`src/rtl/touch_params.svh`:
```
// command codes, frame tags, MPR121 register map and setup length
`ifndef TOUCH_PARAMS_SVH
`define TOUCH_PARAMS_SVH

// ==================================================
// host command bytes, bits 15:8 of the rx word
// ==================================================
`define CMD_RUN       8'h52 // 'R'
`define CMD_STOP      8'h53 // 'S'
`define CMD_READ_REG  8'h6D // 'm'

// ==================================================
// tag byte leading each outgoing frame
// ==================================================
`define TAG_TOUCH     8'hBB
`define TAG_REG       8'h6D // same byte as the read command

// ==================================================
// MPR121 registers used outside the setup table
// ==================================================
`define MPR_TOUCH0_REG      8'h00 // ELE0..ELE7
`define MPR_TOUCH1_REG      8'h01 // ELE8..ELE11 in low nibble
`define MPR_ELE_CONFIG_REG  8'h5E
`define MPR_ELE_RUN         8'h8F // all 12 electrodes on
`define MPR_ELE_STOP        8'h00 // stop mode

// filter and debounce writes after the engine is up
`define MPR_INIT_COUNT      14

`endif

```
`src/rtl/touch_pkg.sv`:
```
// shared types for the MPR121 front end: bus words, host words, frames, commands
`include "touch_params.svh"

package touch_pkg;

	// ==================================================
	// register access side
	// ==================================================
	typedef logic [7:0] mpr_addr_t;
	typedef logic [7:0] mpr_data_t;

	// index into the setup table, 14 entries
	typedef logic [3:0] init_step_t;

	// ELE0 in bit 0 up to ELE11 in bit 11
	typedef logic [11:0] touch_status_t;

	// ==================================================
	// host side
	// ==================================================
	typedef logic [15:0] host_word_t; // {command, argument}
	typedef logic [79:0] uart_frame_t; // {tag, payload, zero fill}

	typedef enum logic [7:0] {
		HOST_CMD_RUN      = `CMD_RUN,
		HOST_CMD_STOP     = `CMD_STOP,
		HOST_CMD_READ_REG = `CMD_READ_REG
	} host_cmd_e;

endpackage

```
`src/rtl/host_cmd_decoder.sv`:
```
// host command decoder: run mode level and register read requests
`timescale 1ns/1ps

module host_cmd_decoder (
	input  logic                  i_CLK,
	input  logic                  i_RST,
	input  touch_pkg::host_word_t i_rx_data,
	input  logic                  i_rx_valid,
	output logic                  o_run_mode,
	output logic                  o_rd_req,
	output touch_pkg::mpr_addr_t  o_rd_addr
);
	import touch_pkg::*;

	host_word_t r_rx_word; // last accepted word
	host_cmd_e  w_cmd;

	assign w_cmd = host_cmd_e'(i_rx_data[15:8]);

	// ==================================================
	// command capture
	// ==================================================
	always_ff @(posedge i_CLK or posedge i_RST) begin
		if (i_RST) begin
			o_run_mode <= 1'b0;
			o_rd_req   <= 1'b0;
		end else begin
			o_rd_req <= 1'b0; // strobe
			if (i_rx_valid) begin
				case (w_cmd)
					HOST_CMD_RUN: begin
						o_run_mode <= 1'b1;
					end
					HOST_CMD_STOP: begin
						o_run_mode <= 1'b0;
					end
					HOST_CMD_READ_REG: begin
						// reads are refused while polling
						o_rd_req <= ~o_run_mode;
					end
					default: begin
						// unknown codes dropped
					end
				endcase
			end
		end
	end

	// argument kept for the read request
	always_ff @(posedge i_CLK) begin
		if (i_rx_valid) begin
			r_rx_word <= i_rx_data;
		end
	end

	assign o_rd_addr = r_rx_word[7:0];

endmodule

```
`src/rtl/host_frame_builder.sv`:
```
// host frame builder: pending touch and register frames, issued under UART ready
`timescale 1ns/1ps
`include "touch_params.svh"

module host_frame_builder (
	input  logic                   i_CLK,
	input  logic                   i_RST,
	input  logic                   i_touch_valid,
	input  logic [15:0]            i_status_word,
	input  logic                   i_reg_valid,
	input  touch_pkg::mpr_addr_t   i_reg_addr,
	input  touch_pkg::mpr_data_t   i_reg_data,
	input  logic                   i_tx_ready,
	output touch_pkg::uart_frame_t o_tx_data,
	output logic                   o_tx_valid
);
	import touch_pkg::*;

	logic        r_touch_pend;
	logic        r_reg_pend;
	logic [15:0] r_status_word;
	mpr_addr_t   r_reg_addr;
	mpr_data_t   r_reg_data;
	uart_frame_t w_touch_frame;
	uart_frame_t w_reg_frame;
	logic        w_send_touch;
	logic        w_send_reg;

	// touch first, register frame only when no touch waits
	assign w_send_touch = i_tx_ready & r_touch_pend;
	assign w_send_reg   = i_tx_ready & r_reg_pend & ~r_touch_pend;

	// ==================================================
	// pending flags
	// ==================================================
	always_ff @(posedge i_CLK or posedge i_RST) begin
		if (i_RST) begin
			r_touch_pend <= 1'b0;
			r_reg_pend   <= 1'b0;
		end else begin
			if (i_touch_valid) r_touch_pend <= 1'b1; // new status beats the send
			else if (w_send_touch) r_touch_pend <= 1'b0;
			if (i_reg_valid) r_reg_pend <= 1'b1;
			else if (w_send_reg) r_reg_pend <= 1'b0;
		end
	end

	always_ff @(posedge i_CLK) begin
		if (i_touch_valid) r_status_word <= i_status_word; // overwrite unsent
		if (i_reg_valid) begin
			r_reg_addr <= i_reg_addr;
			r_reg_data <= i_reg_data;
		end
	end

	// ==================================================
	// frame assembly
	// ==================================================
	assign w_touch_frame = {`TAG_TOUCH, r_status_word, 56'b0};
	assign w_reg_frame   = {`TAG_REG, r_reg_addr, r_reg_data, 56'b0};

	assign o_tx_valid = w_send_touch | w_send_reg;
	assign o_tx_data  = w_send_touch ? w_touch_frame :
		w_send_reg ? w_reg_frame : '0;

endmodule

```
`src/rtl/mpr_config_rom.sv`:
```
// MPR121 setup table: recommended filter and debounce register/value pairs
`timescale 1ns/1ps
`include "touch_params.svh"

module mpr_config_rom (
	input  touch_pkg::init_step_t i_step,
	output touch_pkg::mpr_addr_t  o_addr,
	output touch_pkg::mpr_data_t  o_data
);

	// {address, value}, written in this order
	localparam logic [15:0] SETUP_TABLE [`MPR_INIT_COUNT] = '{
		16'h2B01, // MHD rising
		16'h2C01, // NHD rising
		16'h2D0E, // NCL rising
		16'h2E00, // FDL rising
		16'h2F01, // MHD falling
		16'h3005, // NHD falling
		16'h3101, // NCL falling
		16'h3200, // FDL falling
		16'h3300, // NHD touched
		16'h3400, // NCL touched
		16'h3500, // FDL touched
		16'h5B00, // debounce
		16'h5C10, // CDC config
		16'h5D20  // CDT config
	};

	logic [15:0] w_pair;

	always_comb begin
		if (i_step < 4'(`MPR_INIT_COUNT)) begin
			w_pair = SETUP_TABLE[i_step];
		end else begin
			w_pair = 16'h0000; // past the end
		end
	end

	assign o_addr = w_pair[15:8];
	assign o_data = w_pair[7:0];

endmodule

```
`src/rtl/mpr_sequencer.sv`:
```
// MPR121 bus sequencer: setup writes, run/stop, touch status polling, register reads
`timescale 1ns/1ps
`include "touch_params.svh"

module mpr_sequencer (
	input  logic                     i_CLK,
	input  logic                     i_RST,
	input  logic                     i_run_mode,
	input  logic                     i_rd_req,
	input  touch_pkg::mpr_addr_t     i_rd_addr,
	input  logic                     i_init_done,
	input  logic                     i_busy,
	input  logic                     i_fail,
	input  touch_pkg::mpr_data_t     i_rd_data,
	output touch_pkg::init_step_t    o_init_step,
	input  touch_pkg::mpr_addr_t     i_rom_addr,
	input  touch_pkg::mpr_data_t     i_rom_data,
	output touch_pkg::mpr_addr_t     o_reg_addr,
	output touch_pkg::mpr_data_t     o_wr_data,
	output logic                     o_wr_en,
	output logic                     o_rd_en,
	output touch_pkg::touch_status_t o_touch_status,
	output logic                     o_touch_valid,
	output logic [15:0]              o_status_word,
	output logic                     o_reg_valid,
	output touch_pkg::mpr_addr_t     o_reg_addr_echo,
	output touch_pkg::mpr_data_t     o_reg_data,
	output logic                     o_chip_set,
	output logic                     o_run_set,
	output logic                     o_error
);
	import touch_pkg::*;

	typedef enum logic [2:0] {
		ST_WAIT_INIT,
		ST_SETUP,
		ST_IDLE,
		ST_BUS_EN,
		ST_BUS_ACK,
		ST_BUS_DONE,
		ST_HALT
	} seq_state_e;

	// what the current bus transaction is for
	typedef enum logic [2:0] {
		OP_SETUP,
		OP_RUN,
		OP_STOP,
		OP_READ,
		OP_POLL_LO,
		OP_POLL_HI
	} seq_op_e;

	seq_state_e r_state;
	seq_op_e    r_op;
	init_step_t r_step;
	mpr_data_t  r_touch_lo; // status 0x00 held until 0x01 arrives
	logic       w_op_read;

	assign w_op_read   = (r_op == OP_READ) || (r_op == OP_POLL_LO) || (r_op == OP_POLL_HI);
	assign o_init_step = r_step;

	always_ff @(posedge i_CLK or posedge i_RST) begin
		if (i_RST) begin
			r_state         <= ST_WAIT_INIT;
			r_op            <= OP_SETUP;
			r_step          <= '0;
			r_touch_lo      <= '0;
			o_reg_addr      <= '0;
			o_wr_data       <= '0;
			o_wr_en         <= 1'b0;
			o_rd_en         <= 1'b0;
			o_touch_status  <= '0;
			o_touch_valid   <= 1'b0;
			o_status_word   <= '0;
			o_reg_valid     <= 1'b0;
			o_reg_addr_echo <= '0;
			o_reg_data      <= '0;
			o_chip_set      <= 1'b0;
			o_run_set       <= 1'b0;
			o_error         <= 1'b0;
		end else begin
			// strobes
			o_wr_en       <= 1'b0;
			o_rd_en       <= 1'b0;
			o_touch_valid <= 1'b0;
			o_reg_valid   <= 1'b0;

			case (r_state)
				ST_WAIT_INIT: begin
					if (i_init_done) r_state <= ST_SETUP; // engine ready
				end

				ST_SETUP: begin
					o_reg_addr <= i_rom_addr;
					o_wr_data  <= i_rom_data;
					r_op       <= OP_SETUP;
					r_state    <= ST_BUS_EN;
				end

				// ==================================================
				// idle dispatch, also the poll boundary
				// ==================================================
				ST_IDLE: begin
					if (i_run_mode && !o_run_set) begin
						o_reg_addr <= `MPR_ELE_CONFIG_REG;
						o_wr_data  <= `MPR_ELE_RUN;
						r_op       <= OP_RUN;
						r_state    <= ST_BUS_EN;
					end else if (!i_run_mode && o_run_set) begin
						o_reg_addr <= `MPR_ELE_CONFIG_REG;
						o_wr_data  <= `MPR_ELE_STOP;
						r_op       <= OP_STOP;
						r_state    <= ST_BUS_EN;
					end else if (o_run_set) begin
						o_reg_addr <= `MPR_TOUCH0_REG; // next poll pair
						o_wr_data  <= '0;
						r_op       <= OP_POLL_LO;
						r_state    <= ST_BUS_EN;
					end else if (i_rd_req) begin
						o_reg_addr      <= i_rd_addr;
						o_wr_data       <= '0;
						o_reg_addr_echo <= i_rd_addr;
						r_op            <= OP_READ;
						r_state         <= ST_BUS_EN;
					end
				end

				// ==================================================
				// shared bus handshake
				// ==================================================
				ST_BUS_EN: begin
					// address settled last cycle
					o_rd_en <= w_op_read;
					o_wr_en <= ~w_op_read;
					r_state <= ST_BUS_ACK;
				end

				ST_BUS_ACK: begin
					if (i_busy) r_state <= ST_BUS_DONE; // engine took it
				end

				ST_BUS_DONE: begin
					if (!i_busy) begin
						if (i_fail) begin
							o_error <= 1'b1;
							r_state <= ST_HALT;
						end else begin
							case (r_op)
								OP_SETUP: begin
									if (r_step == 4'(`MPR_INIT_COUNT - 1)) begin
										o_chip_set <= 1'b1;
										r_state    <= ST_IDLE;
									end else begin
										r_step  <= r_step + 4'd1;
										r_state <= ST_SETUP;
									end
								end
								OP_RUN: begin
									o_run_set <= 1'b1;
									r_state   <= ST_IDLE;
								end
								OP_STOP: begin
									o_run_set <= 1'b0;
									r_state   <= ST_IDLE;
								end
								OP_READ: begin
									o_reg_data  <= i_rd_data;
									o_reg_valid <= 1'b1;
									r_state     <= ST_IDLE;
								end
								OP_POLL_LO: begin
									r_touch_lo <= i_rd_data;
									o_reg_addr <= `MPR_TOUCH1_REG; // straight to high byte
									r_op       <= OP_POLL_HI;
									r_state    <= ST_BUS_EN;
								end
								default: begin
									// pair complete, one update
									o_touch_status <= {i_rd_data[3:0], r_touch_lo};
									o_status_word  <= {4'b0, i_rd_data[3:0], r_touch_lo};
									o_touch_valid  <= 1'b1;
									r_state        <= ST_IDLE;
								end
							endcase
						end
					end
				end

				ST_HALT: begin
					r_state <= ST_HALT; // until reset
				end

				default: begin
					r_state <= ST_HALT;
				end
			endcase
		end
	end

endmodule

```
`src/rtl/touch_core_top.sv`:
```
// top level of the MPR121 front end: decoder, sequencer, setup table, frame builder
`timescale 1ns/1ps

module touch_core_top (
	input  logic                     i_CLK,
	input  logic                     i_RST,
	input  touch_pkg::host_word_t    i_uart_rx_data,
	input  logic                     i_uart_rx_valid,
	input  logic                     i_uart_tx_ready,
	output touch_pkg::uart_frame_t   o_uart_tx_data,
	output logic                     o_uart_tx_valid,
	input  logic                     i_mpr_init_done,
	input  logic                     i_mpr_busy,
	input  logic                     i_mpr_fail,
	input  touch_pkg::mpr_data_t     i_mpr_rd_data,
	output touch_pkg::mpr_addr_t     o_mpr_reg_addr,
	output touch_pkg::mpr_data_t     o_mpr_wr_data,
	output logic                     o_mpr_wr_en,
	output logic                     o_mpr_rd_en,
	output touch_pkg::touch_status_t o_touch_status,
	output logic                     o_chip_set,
	output logic                     o_run_set,
	output logic                     o_error
);
	import touch_pkg::*;

	// decoder to sequencer
	logic        w_run_mode;
	logic        w_rd_req;
	mpr_addr_t   w_rd_addr;

	// setup table lookup
	init_step_t  w_init_step;
	mpr_addr_t   w_rom_addr;
	mpr_data_t   w_rom_data;

	// sequencer to frame builder
	logic        w_touch_valid;
	logic [15:0] w_status_word;
	logic        w_reg_valid;
	mpr_addr_t   w_reg_addr;
	mpr_data_t   w_reg_data;

	host_cmd_decoder u_decoder (
		.i_CLK      (i_CLK),
		.i_RST      (i_RST),
		.i_rx_data  (i_uart_rx_data),
		.i_rx_valid (i_uart_rx_valid),
		.o_run_mode (w_run_mode),
		.o_rd_req   (w_rd_req),
		.o_rd_addr  (w_rd_addr)
	);

	mpr_config_rom u_rom (
		.i_step (w_init_step),
		.o_addr (w_rom_addr),
		.o_data (w_rom_data)
	);

	mpr_sequencer u_sequencer (
		.i_CLK           (i_CLK),
		.i_RST           (i_RST),
		.i_run_mode      (w_run_mode),
		.i_rd_req        (w_rd_req),
		.i_rd_addr       (w_rd_addr),
		.i_init_done     (i_mpr_init_done),
		.i_busy          (i_mpr_busy),
		.i_fail          (i_mpr_fail),
		.i_rd_data       (i_mpr_rd_data),
		.o_init_step     (w_init_step),
		.i_rom_addr      (w_rom_addr),
		.i_rom_data      (w_rom_data),
		.o_reg_addr      (o_mpr_reg_addr),
		.o_wr_data       (o_mpr_wr_data),
		.o_wr_en         (o_mpr_wr_en),
		.o_rd_en         (o_mpr_rd_en),
		.o_touch_status  (o_touch_status),
		.o_touch_valid   (w_touch_valid),
		.o_status_word   (w_status_word),
		.o_reg_valid     (w_reg_valid),
		.o_reg_addr_echo (w_reg_addr),
		.o_reg_data      (w_reg_data),
		.o_chip_set      (o_chip_set),
		.o_run_set       (o_run_set),
		.o_error         (o_error)
	);

	host_frame_builder u_frame_builder (
		.i_CLK         (i_CLK),
		.i_RST         (i_RST),
		.i_touch_valid (w_touch_valid),
		.i_status_word (w_status_word),
		.i_reg_valid   (w_reg_valid),
		.i_reg_addr    (w_reg_addr),
		.i_reg_data    (w_reg_data),
		.i_tx_ready    (i_uart_tx_ready),
		.o_tx_data     (o_uart_tx_data),
		.o_tx_valid    (o_uart_tx_valid)
	);

endmodule

```
`config.mk`:
```
export PLATFORM = sky130hd
export DESIGN_NAME = touch_core_top
export DESIGN_NICKNAME = d
export VERILOG_FILES = /design/src/rtl/touch_pkg.sv /design/src/rtl/host_cmd_decoder.sv /design/src/rtl/host_frame_builder.sv /design/src/rtl/mpr_config_rom.sv /design/src/rtl/mpr_sequencer.sv /design/src/rtl/touch_core_top.sv
export VERILOG_INCLUDE_DIRS = /design/src /design/src/rtl
export SDC_FILE = /design/constraint.sdc
export NUM_CORES = 1
export LEC_CHECK = 0
export BUFFER_PORTS_ARGS = -buffer_cell sky130_fd_sc_hd__buf_2
export CORE_MARGIN = 5
export CORE_UTILIZATION = 52
export CTS_BUF_LIST = sky130_fd_sc_hd__clkbuf_16
export CTS_CLUSTER_SIZE = 24
export DETAILED_ROUTE_END_ITERATION = 6
export GPL_TIMING_DRIVEN = 0
export HOLD_SLACK_MARGIN = 0.08
export MAX_ROUTING_LAYER = met4
export PLACE_DENSITY = 0.85
export SYNTH_ARGS = -nofsm -noshare
export SYNTH_HDL_FRONTEND = slang
export SYNTH_SLANG_ARGS = --single-unit
```
`constraint.sdc`:
```
create_clock -name i_CLK -period 2.4 [get_ports i_CLK]
set_input_delay 0.24 -clock i_CLK [delete_from_list [all_inputs] [get_ports i_CLK]]
set_output_delay 0.24 -clock i_CLK [all_outputs]
set_load 0.02 [all_outputs]
```
# Yosys cells after proc, flatten, opt, wreduce, memory -nomap -nowiden
# Memory sizes are Yosys's and may differ from the RTL's.
# Index checks and enable logic that the tools add are counted.
[totals]
output_inout_bits = 114
ff_bits = 109
rom_bits = 256
inputBits = 31
memories = 1
word_cells = 144
[classes]
n_reduce_logical = 27
addsub = 1
order_cmp = 2
bitwise_logic = 15
n_mux = 54
eq_ne = 20
[mem_list]
columns = ["name", "depth", "width", "read_ports", "rd_clocked_by_memory_dff", "wr", "line_no", "rtl"]
rows = [
  ["(name not given)", 16, 16, 1, 0, 0, "mpr_config_rom.sv:33", "w_pair = SETUP_TABLE[i_step];"],
]
[op_table]
columns = ["op", "n"]
rows = [
  ["$mux W8", 11],
  ["$mux W80", 1],
  ["$mux W79", 1],
  ["$mux W16", 3],
  ["$mux W3", 14],
  ["$eq A8 B7 Y1 const B", 3],
  ["$pmux W8 S3", 1],
  ["$reduce_and A4 Y1", 5],
  ["$reduce_and A5 Y1", 4],
  ["$pmux W3 S6", 1],
  ["$mux W1", 16],
  ["$pmux W8 S2", 1],
  ["$eq A3 B2 Y1 const B", 4],
  ["$eq A3 B3 Y1 const B", 4],
  ["$not A1 Y1", 10],
  ["$reduce_bool A2 Y1", 5],
  ["$pmux W3 S3", 1],
  ["$ne A2 B2 Y1 const B", 4],
  ["$eq A3 B1 Y1 const B", 2],
  ["$logic_not A3 Y1", 2],
  ["$ge A5 B5 Y1 const B", 1],
  ["$ne A5 B2 Y1 const B", 1],
  ["$not A4 Y5", 1],
  ["$reduce_or A5 Y1", 1],
  ["15 further kinds", 22],
]

# Longest topological paths before layout
[depth]
ltp_word = 6
depth_mapped = 8
mapped_depth_nobuf = 7

# Cells and area by module
# A second synthesis with hierarchy kept.
[hier_totals]
cells_unflattened = 489
area_unflattened_um2 = 5850.6
[by_module_without_submodules]
columns = ["mod", "area_each_um2", "cells_each", "seq_area_each_um2", "n_inst"]
rows = [
  ["mpr_sequencer", 3373.2, 267, 1726.7, 1],
  ["host_frame_builder", 1833.0, 164, 1011.0, 1],
  ["host_cmd_decoder", 366.6, 20, 290.3, 1],
  ["mpr_config_rom", 277.8, 38, 0.0, 1],
]

# Worst setup path after synthesis
# Ideal clock, no wire load.
[synth_path]
path_type = "register to register"
startpoint = "register u_sequencer.o_run_set"
endpoint = "register u_sequencer.o_reg_addr[1]"
setup_time_ns = 0.125
setup_slack_ns = 0.329
arrival_ns = 1.946
n_path_buf = 2
t_required_ns = 2.275
period_less_slack_ns = 2.071
path_stages_with_launch = 9
cell_sequence = "dfrtp_1 -> buf_2 -> inv_1 -> ha_1 -> nor3_2 -> nand2_1 -> o211a_1 -> buf_4 -> mux2_2"
[synth_between]
elab_chain_cells = 4
word_cells_on_any_way = 9
classes_between = "eq/ne (1); mux (4); reduce/logical (4)"
[synth_rtl]
columns = ["element", "line_no", "rtl"]
rows = [
  ["start, declared", "mpr_sequencer.sv:29", "output logic o_run_set,"],
  ["start signal, assigned", "mpr_sequencer.sv:80", "o_run_set <= 1'b0;"],
  ["start signal, assigned", "mpr_sequencer.sv:160", "o_run_set <= 1'b1;"],
  ["start signal, assigned", "mpr_sequencer.sv:164", "o_run_set <= 1'b0;"],
  ["$mux W8, or another cell as far along", "mpr_sequencer.sv:115", "end else if (o_run_set) begin"],
  ["$mux W8 / $logic_and A1 B1 Y1 (equally long branches)", "mpr_sequencer.sv:110, mpr_sequencer.sv:105", ""],
  ["$mux W8 / $ne A5 B2 Y1 (equally long branches)", "-", ""],
  ["$pmux W8 S3 / $reduce_and A5 Y1 (equally long branches)", "-", ""],
  ["end signal, assigned", "mpr_sequencer.sv:106", "o_reg_addr <= `MPR_ELE_CONFIG_REG;"],
  ["end signal, assigned", "mpr_sequencer.sv:111", "o_reg_addr <= `MPR_ELE_CONFIG_REG;"],
  ["end signal, assigned", "mpr_sequencer.sv:116", "o_reg_addr <= `MPR_TOUCH0_REG;"],
  ["end, declared", "mpr_sequencer.sv:18", "output touch_pkg::mpr_addr_t o_reg_addr,"],
]
# Parallel ways exist; a longest one is shown, timed or not.
# A chain may end at the register's enable or synchronous reset.

# Worst setup path in the final report
[layout_path]
startpoint = "register u_frame_builder.r_touch_pend"
endpoint = "output port o_uart_tx_data[60]"
[layout_between]
elab_chain_cells = 4
word_cells_on_any_way = 5
classes_between = "mux (2); bitwise (3)"
[layout_rtl]
columns = ["element", "line_no", "rtl"]
rows = [
  ["start, declared", "host_frame_builder.sv:19", "logic r_touch_pend;"],
  ["start signal, assigned", "host_frame_builder.sv:38", "r_touch_pend <= 1'b0;"],
  ["start signal, assigned", "host_frame_builder.sv:41", "if (i_touch_valid) r_touch_pend <= 1'b1;"],
  ["start signal, assigned", "host_frame_builder.sv:42", "else if (w_send_touch) r_touch_pend <= 1'b0;"],
  ["$not A1 Y1", "host_frame_builder.sv:31", "assign w_send_reg = i_tx_ready & r_reg_pend & ~r_touch_pend;"],
  ["$and A1 B1 Y1", "host_frame_builder.sv:31", ""],
  ["$mux W79", "host_frame_builder.sv:64", "w_send_reg ? w_reg_frame : '0;"],
  ["$mux W80 *", "host_frame_builder.sv:63", "assign o_tx_data = w_send_touch ? w_touch_frame :"],
  ["end, declared", "touch_core_top.sv:10", "output touch_pkg::uart_frame_t o_uart_tx_data,"],
]
# Mark *: on every way between the ends. The rest lies on a longest branch, timed or not.

==> results by group <==
Run status
  • Status: finished, final reports clean

Timing
  • Final setup fails: 0
  • RSZ-0062 raised after global routing: false
  • Final hold violation count: 0
  • FMAX: approximately 440 MHz
  • Slew Limit Headroom: between 40% and 50%
  • Worst setup margin: 0.148 ns
  • Fin crit share: between 90% and 100%
  • Worst-Margin Slew: 0.863 ns
  • Fin Clk Skew: ~0.0094 ns
  • Fin. max-slew vios: 0
  • Final min period: 2.25 ns

Clock tree
  • Clock transition at path regs: about 0.08 ns
  • CTS tree: done
  • Clock Tree Buf Depth: 2
  • Skew-Pair Late Insertion Delay: 0.34 ns
  • Clk root buf: clkbuf_16
  • Num CTS Buffers: 9
  • Post-CTS Repair Setup Buffers: 0
  • CTS Sinks: 107
  • H-Tree Depth: 3

Placed design
  • GP Congestion: 0.831
  • Placed Cells: 682
  • IO Port Bufs: 87
  • Pre-CTS setup slack: 0.198 ns
  • Final HPWL DP: 8120 um
  • Placed cell areas: roughly 6000 um2

Routing
  • DRT antenna net count: 0
  • Vias: 3,480
  • Vias/cell: 4.93
  • DR DRC count: 0
  • Initial DRC count: approximately 190
  • Routed length per placed instance: approximately 15 um
  • Final wirelength: between 10,000 and 15,000 um
  • Drt pass-1 iters: 5

Layout
  • Syn-to-layout area delta: 23.0%
  • Final core occ: 65.2%
  • FF+latch area: 2860 um2
  • Design area: 6340 um2
  • Commonest non-fill, non-tap cell in the layout: buf_2
  • Layout cells sized above 1: 41.9%
  • Post-Layout Cell Count: a little over 700
  • Total Nets Final: a little over 600
  • Ant. Diodes: 0
  • Fill cells: roughly 730
  • Commonest cells after routing, fill and taps aside: buf_2 (91), dfrtp_1 (71), buf_4 (67), conb_1 (57), mux2_2 (48)
  • Footprint of the multi-input gates: 1870 um2

GRT
  • GRT busiest layer: met2
  • M2 GR Usage: 33.5%
  • Met3 usage: approximately 4.2%
  • Met1 Resource Use GR: 21.2%
  • Initial antenna violation count: 0
  • Total grt overflow: 0
  • Largest net degree at the start of global routing: 72
  • Vias in the first global route: roughly 3,500
  • First-pass GRT wire length: around 17,000 um
  • GRT Total Usage: 18.6%

Job
  • Max-capacitance violation count: 0

Setup path
  • Setup crit start: u_frame_builder.r_touch_pend$_DFFE_PP0P_
  • Worst Path Max Fanout: 11
  • Crit Path Class: flip-flop to primary output
  • Worst EP arrival: 2.01 ns
  • Crit end category: primary output
  • Slowest stage delay, CP: 0.48 ns
  • Slowest stage cell, crit path: clkbuf_1
  • Worst flop-to-flop path startpoint: u_sequencer.o_run_set$_DFFE_PP0P_
  • WP data required: approximately 2.2 ns
  • Crit-path cells: nor2_1 -> clkbuf_1 -> a22o_1 -> buf_2
  • Startpoint class of the critical path: flip-flop

Floorplan
  • Die W: 110 um
  • Core area: 9730 um2
  • Std cell rows: 36
  • Io pins: 145
  • Die area: 12,000 um2
  • Die height: about 110 um
  • Starting Density: 53.0%

Synth
  • Synthesized netlist cell count: 406
  • Avg Inst Size Synth: 12.7 um2
  • YS warnings: 0
  • Yosys reg bits: 107
  • Sequential-to-total area share from yosys stat: between 50% and 60%
  • Top FF cell, synth: dfrtp_1
  • Distinct cells, synth: 55
  • Synth area leader: dfrtp_1
  • Asr flop ratio synth: 66.4%
  • Top cells by area, synth: dfrtp_1 (34%), edfxtp_1 (21%), mux2_2 (10%)
  • Top-area cell type share of the netlist area: 34.4%
  • Number of synthesized flops with an enable pin: 36
  • Cell area after synthesis: between 5000 and 6000 um2

Worst hold path
  • Worst Hold Class: input pin to async pin

Power
  • Pwr Density: 563 nW/um2
  • Max VDD drop: 0.000323 V
  • Leakage: 3.19 nW
where the power goes:
| group | internal (W) | total [W] | switching [W] |
|---|---|---|---|
| registers | 0.00189 | 0.00190 | 0.00000954 |
| logic | 0.0000969 | 0.000245 | 0.000148 |
| clock network | 0.000734 | 0.00142 | 0.000689 |
through the flow:
step / hold WS (ns) / TNS (ns) / total power, W
global placement: 0.418 / -30.24 / 0.00216
detailed placement: 0.419 / 0 / 0.00217
CTS: 0.0842 / 0 / 0.00359
finish: 0.0785 / 0 / 0.00357
floorplan: 0.312 / 0 / 0.00212
global route: 0.0847 / 0 / 0.00369
layout make-up:
type	count	area share, %
Sequential cell	107	45.0
Inverter	17	1.05
Clock buffer	9	3.55
Clock inverter	7	1.05
Buffer	79	9.07
Multi-Input combinational cell	259	29.5
Timing Repair Buffer	95	8.13
Tap cell	133	2.62
state kept, by name, summed over array words and instances, names as in the netlist, 3 cells and up:
| signal | count |
|---|---|
| u_sequencer.o_init_step | 4 |
| u_decoder.r_rx_word | 8 |
| u_sequencer.r_touch_lo | 8 |
| u_sequencer.r_state | 3 |
| u_sequencer.r_op | 3 |
| u_frame_builder.r_reg_addr | 8 |
| u_sequencer.o_wr_data | 6 |
| u_frame_builder.r_reg_data | 8 |
| u_sequencer.o_reg_data | 8 |
| u_sequencer.o_touch_status | 12 |
| u_sequencer.o_reg_addr | 8 |
| u_frame_builder.r_status_word | 12 |
| u_sequencer.o_reg_addr_echo | 8 |
critical path: cells and delay by family (launching register included):
kind | cells | cell delay (ns)
buffers and inverters | 2 | 0.64
DFF | 1 | 0.41
AOI/OAI and AO/OA | 1 | 0.21
and+or+nand+nor | 1 | 0.41
routing by layer:
layer  part of all wire (%)  vias to the layer above
li1                       -                     1634
met1                     38                     1681
met2                     53                      154
met3                    8.4                       11
met4                   0.82                        0
met5                      0                        -
synth_stat cells, drive strengths merged (2+ instances only):
library cell	count
inv	17
a21oi	14
ha	11
nor4	2
dfrtp	71
o22ai	4
edfxtp	36
mux2	51
or2	4
nor2	16
nor3	8
xor2	2
a22o	12
a32o	3
nand4b	3
a2bb2oi	2
clkbuf	4
nor2b	3
o21a	3
and3b	2
nand3	4
nand2	14
mux2i	3
nand2b	5
o21ai	8
and2	6
nand4	3
a31oi	2
buf	75
final timing paths:
check                                                       endpoint  slack (ns)  depth (start not counted)
max reg2reg                    u_sequencer.o_reg_addr[6]$_DFFE_PP0P_        0.18                          8
max                                               o_uart_tx_data[60]        0.15                          4
min reg2reg                  u_frame_builder.r_reg_data[4]$_DFFE_PP_        0.44                          0
min                        u_sequencer.o_touch_status[4]$_DFFE_PP0P_        0.08                          2
min in group i_CLK                  u_decoder.r_rx_word[1]$_DFFE_PP_        0.10                          1
max in group asynchronous         u_sequencer.r_state[2]$_DFFE_PP0P_        1.76                          2
cell families after synthesis:
kind of cell,share of synthesized area [%]
adders and majority gates,2.67
muxes,11.9
DFF,55.4
other,0.0727
AOI/OAI and AO/OA,8.25
and+or+nand+nor,8.76
buffers and inverters,12.4
xor gates and xnor gates,0.510
what timing repair did:
item / in CTS / in global routing
hold buffers: 8 / 0
gates resized for setup: 0 / 0
endpoints found under the hold margin: 8 / 0
Note: power is estimated with default switching activity, not from simulation.
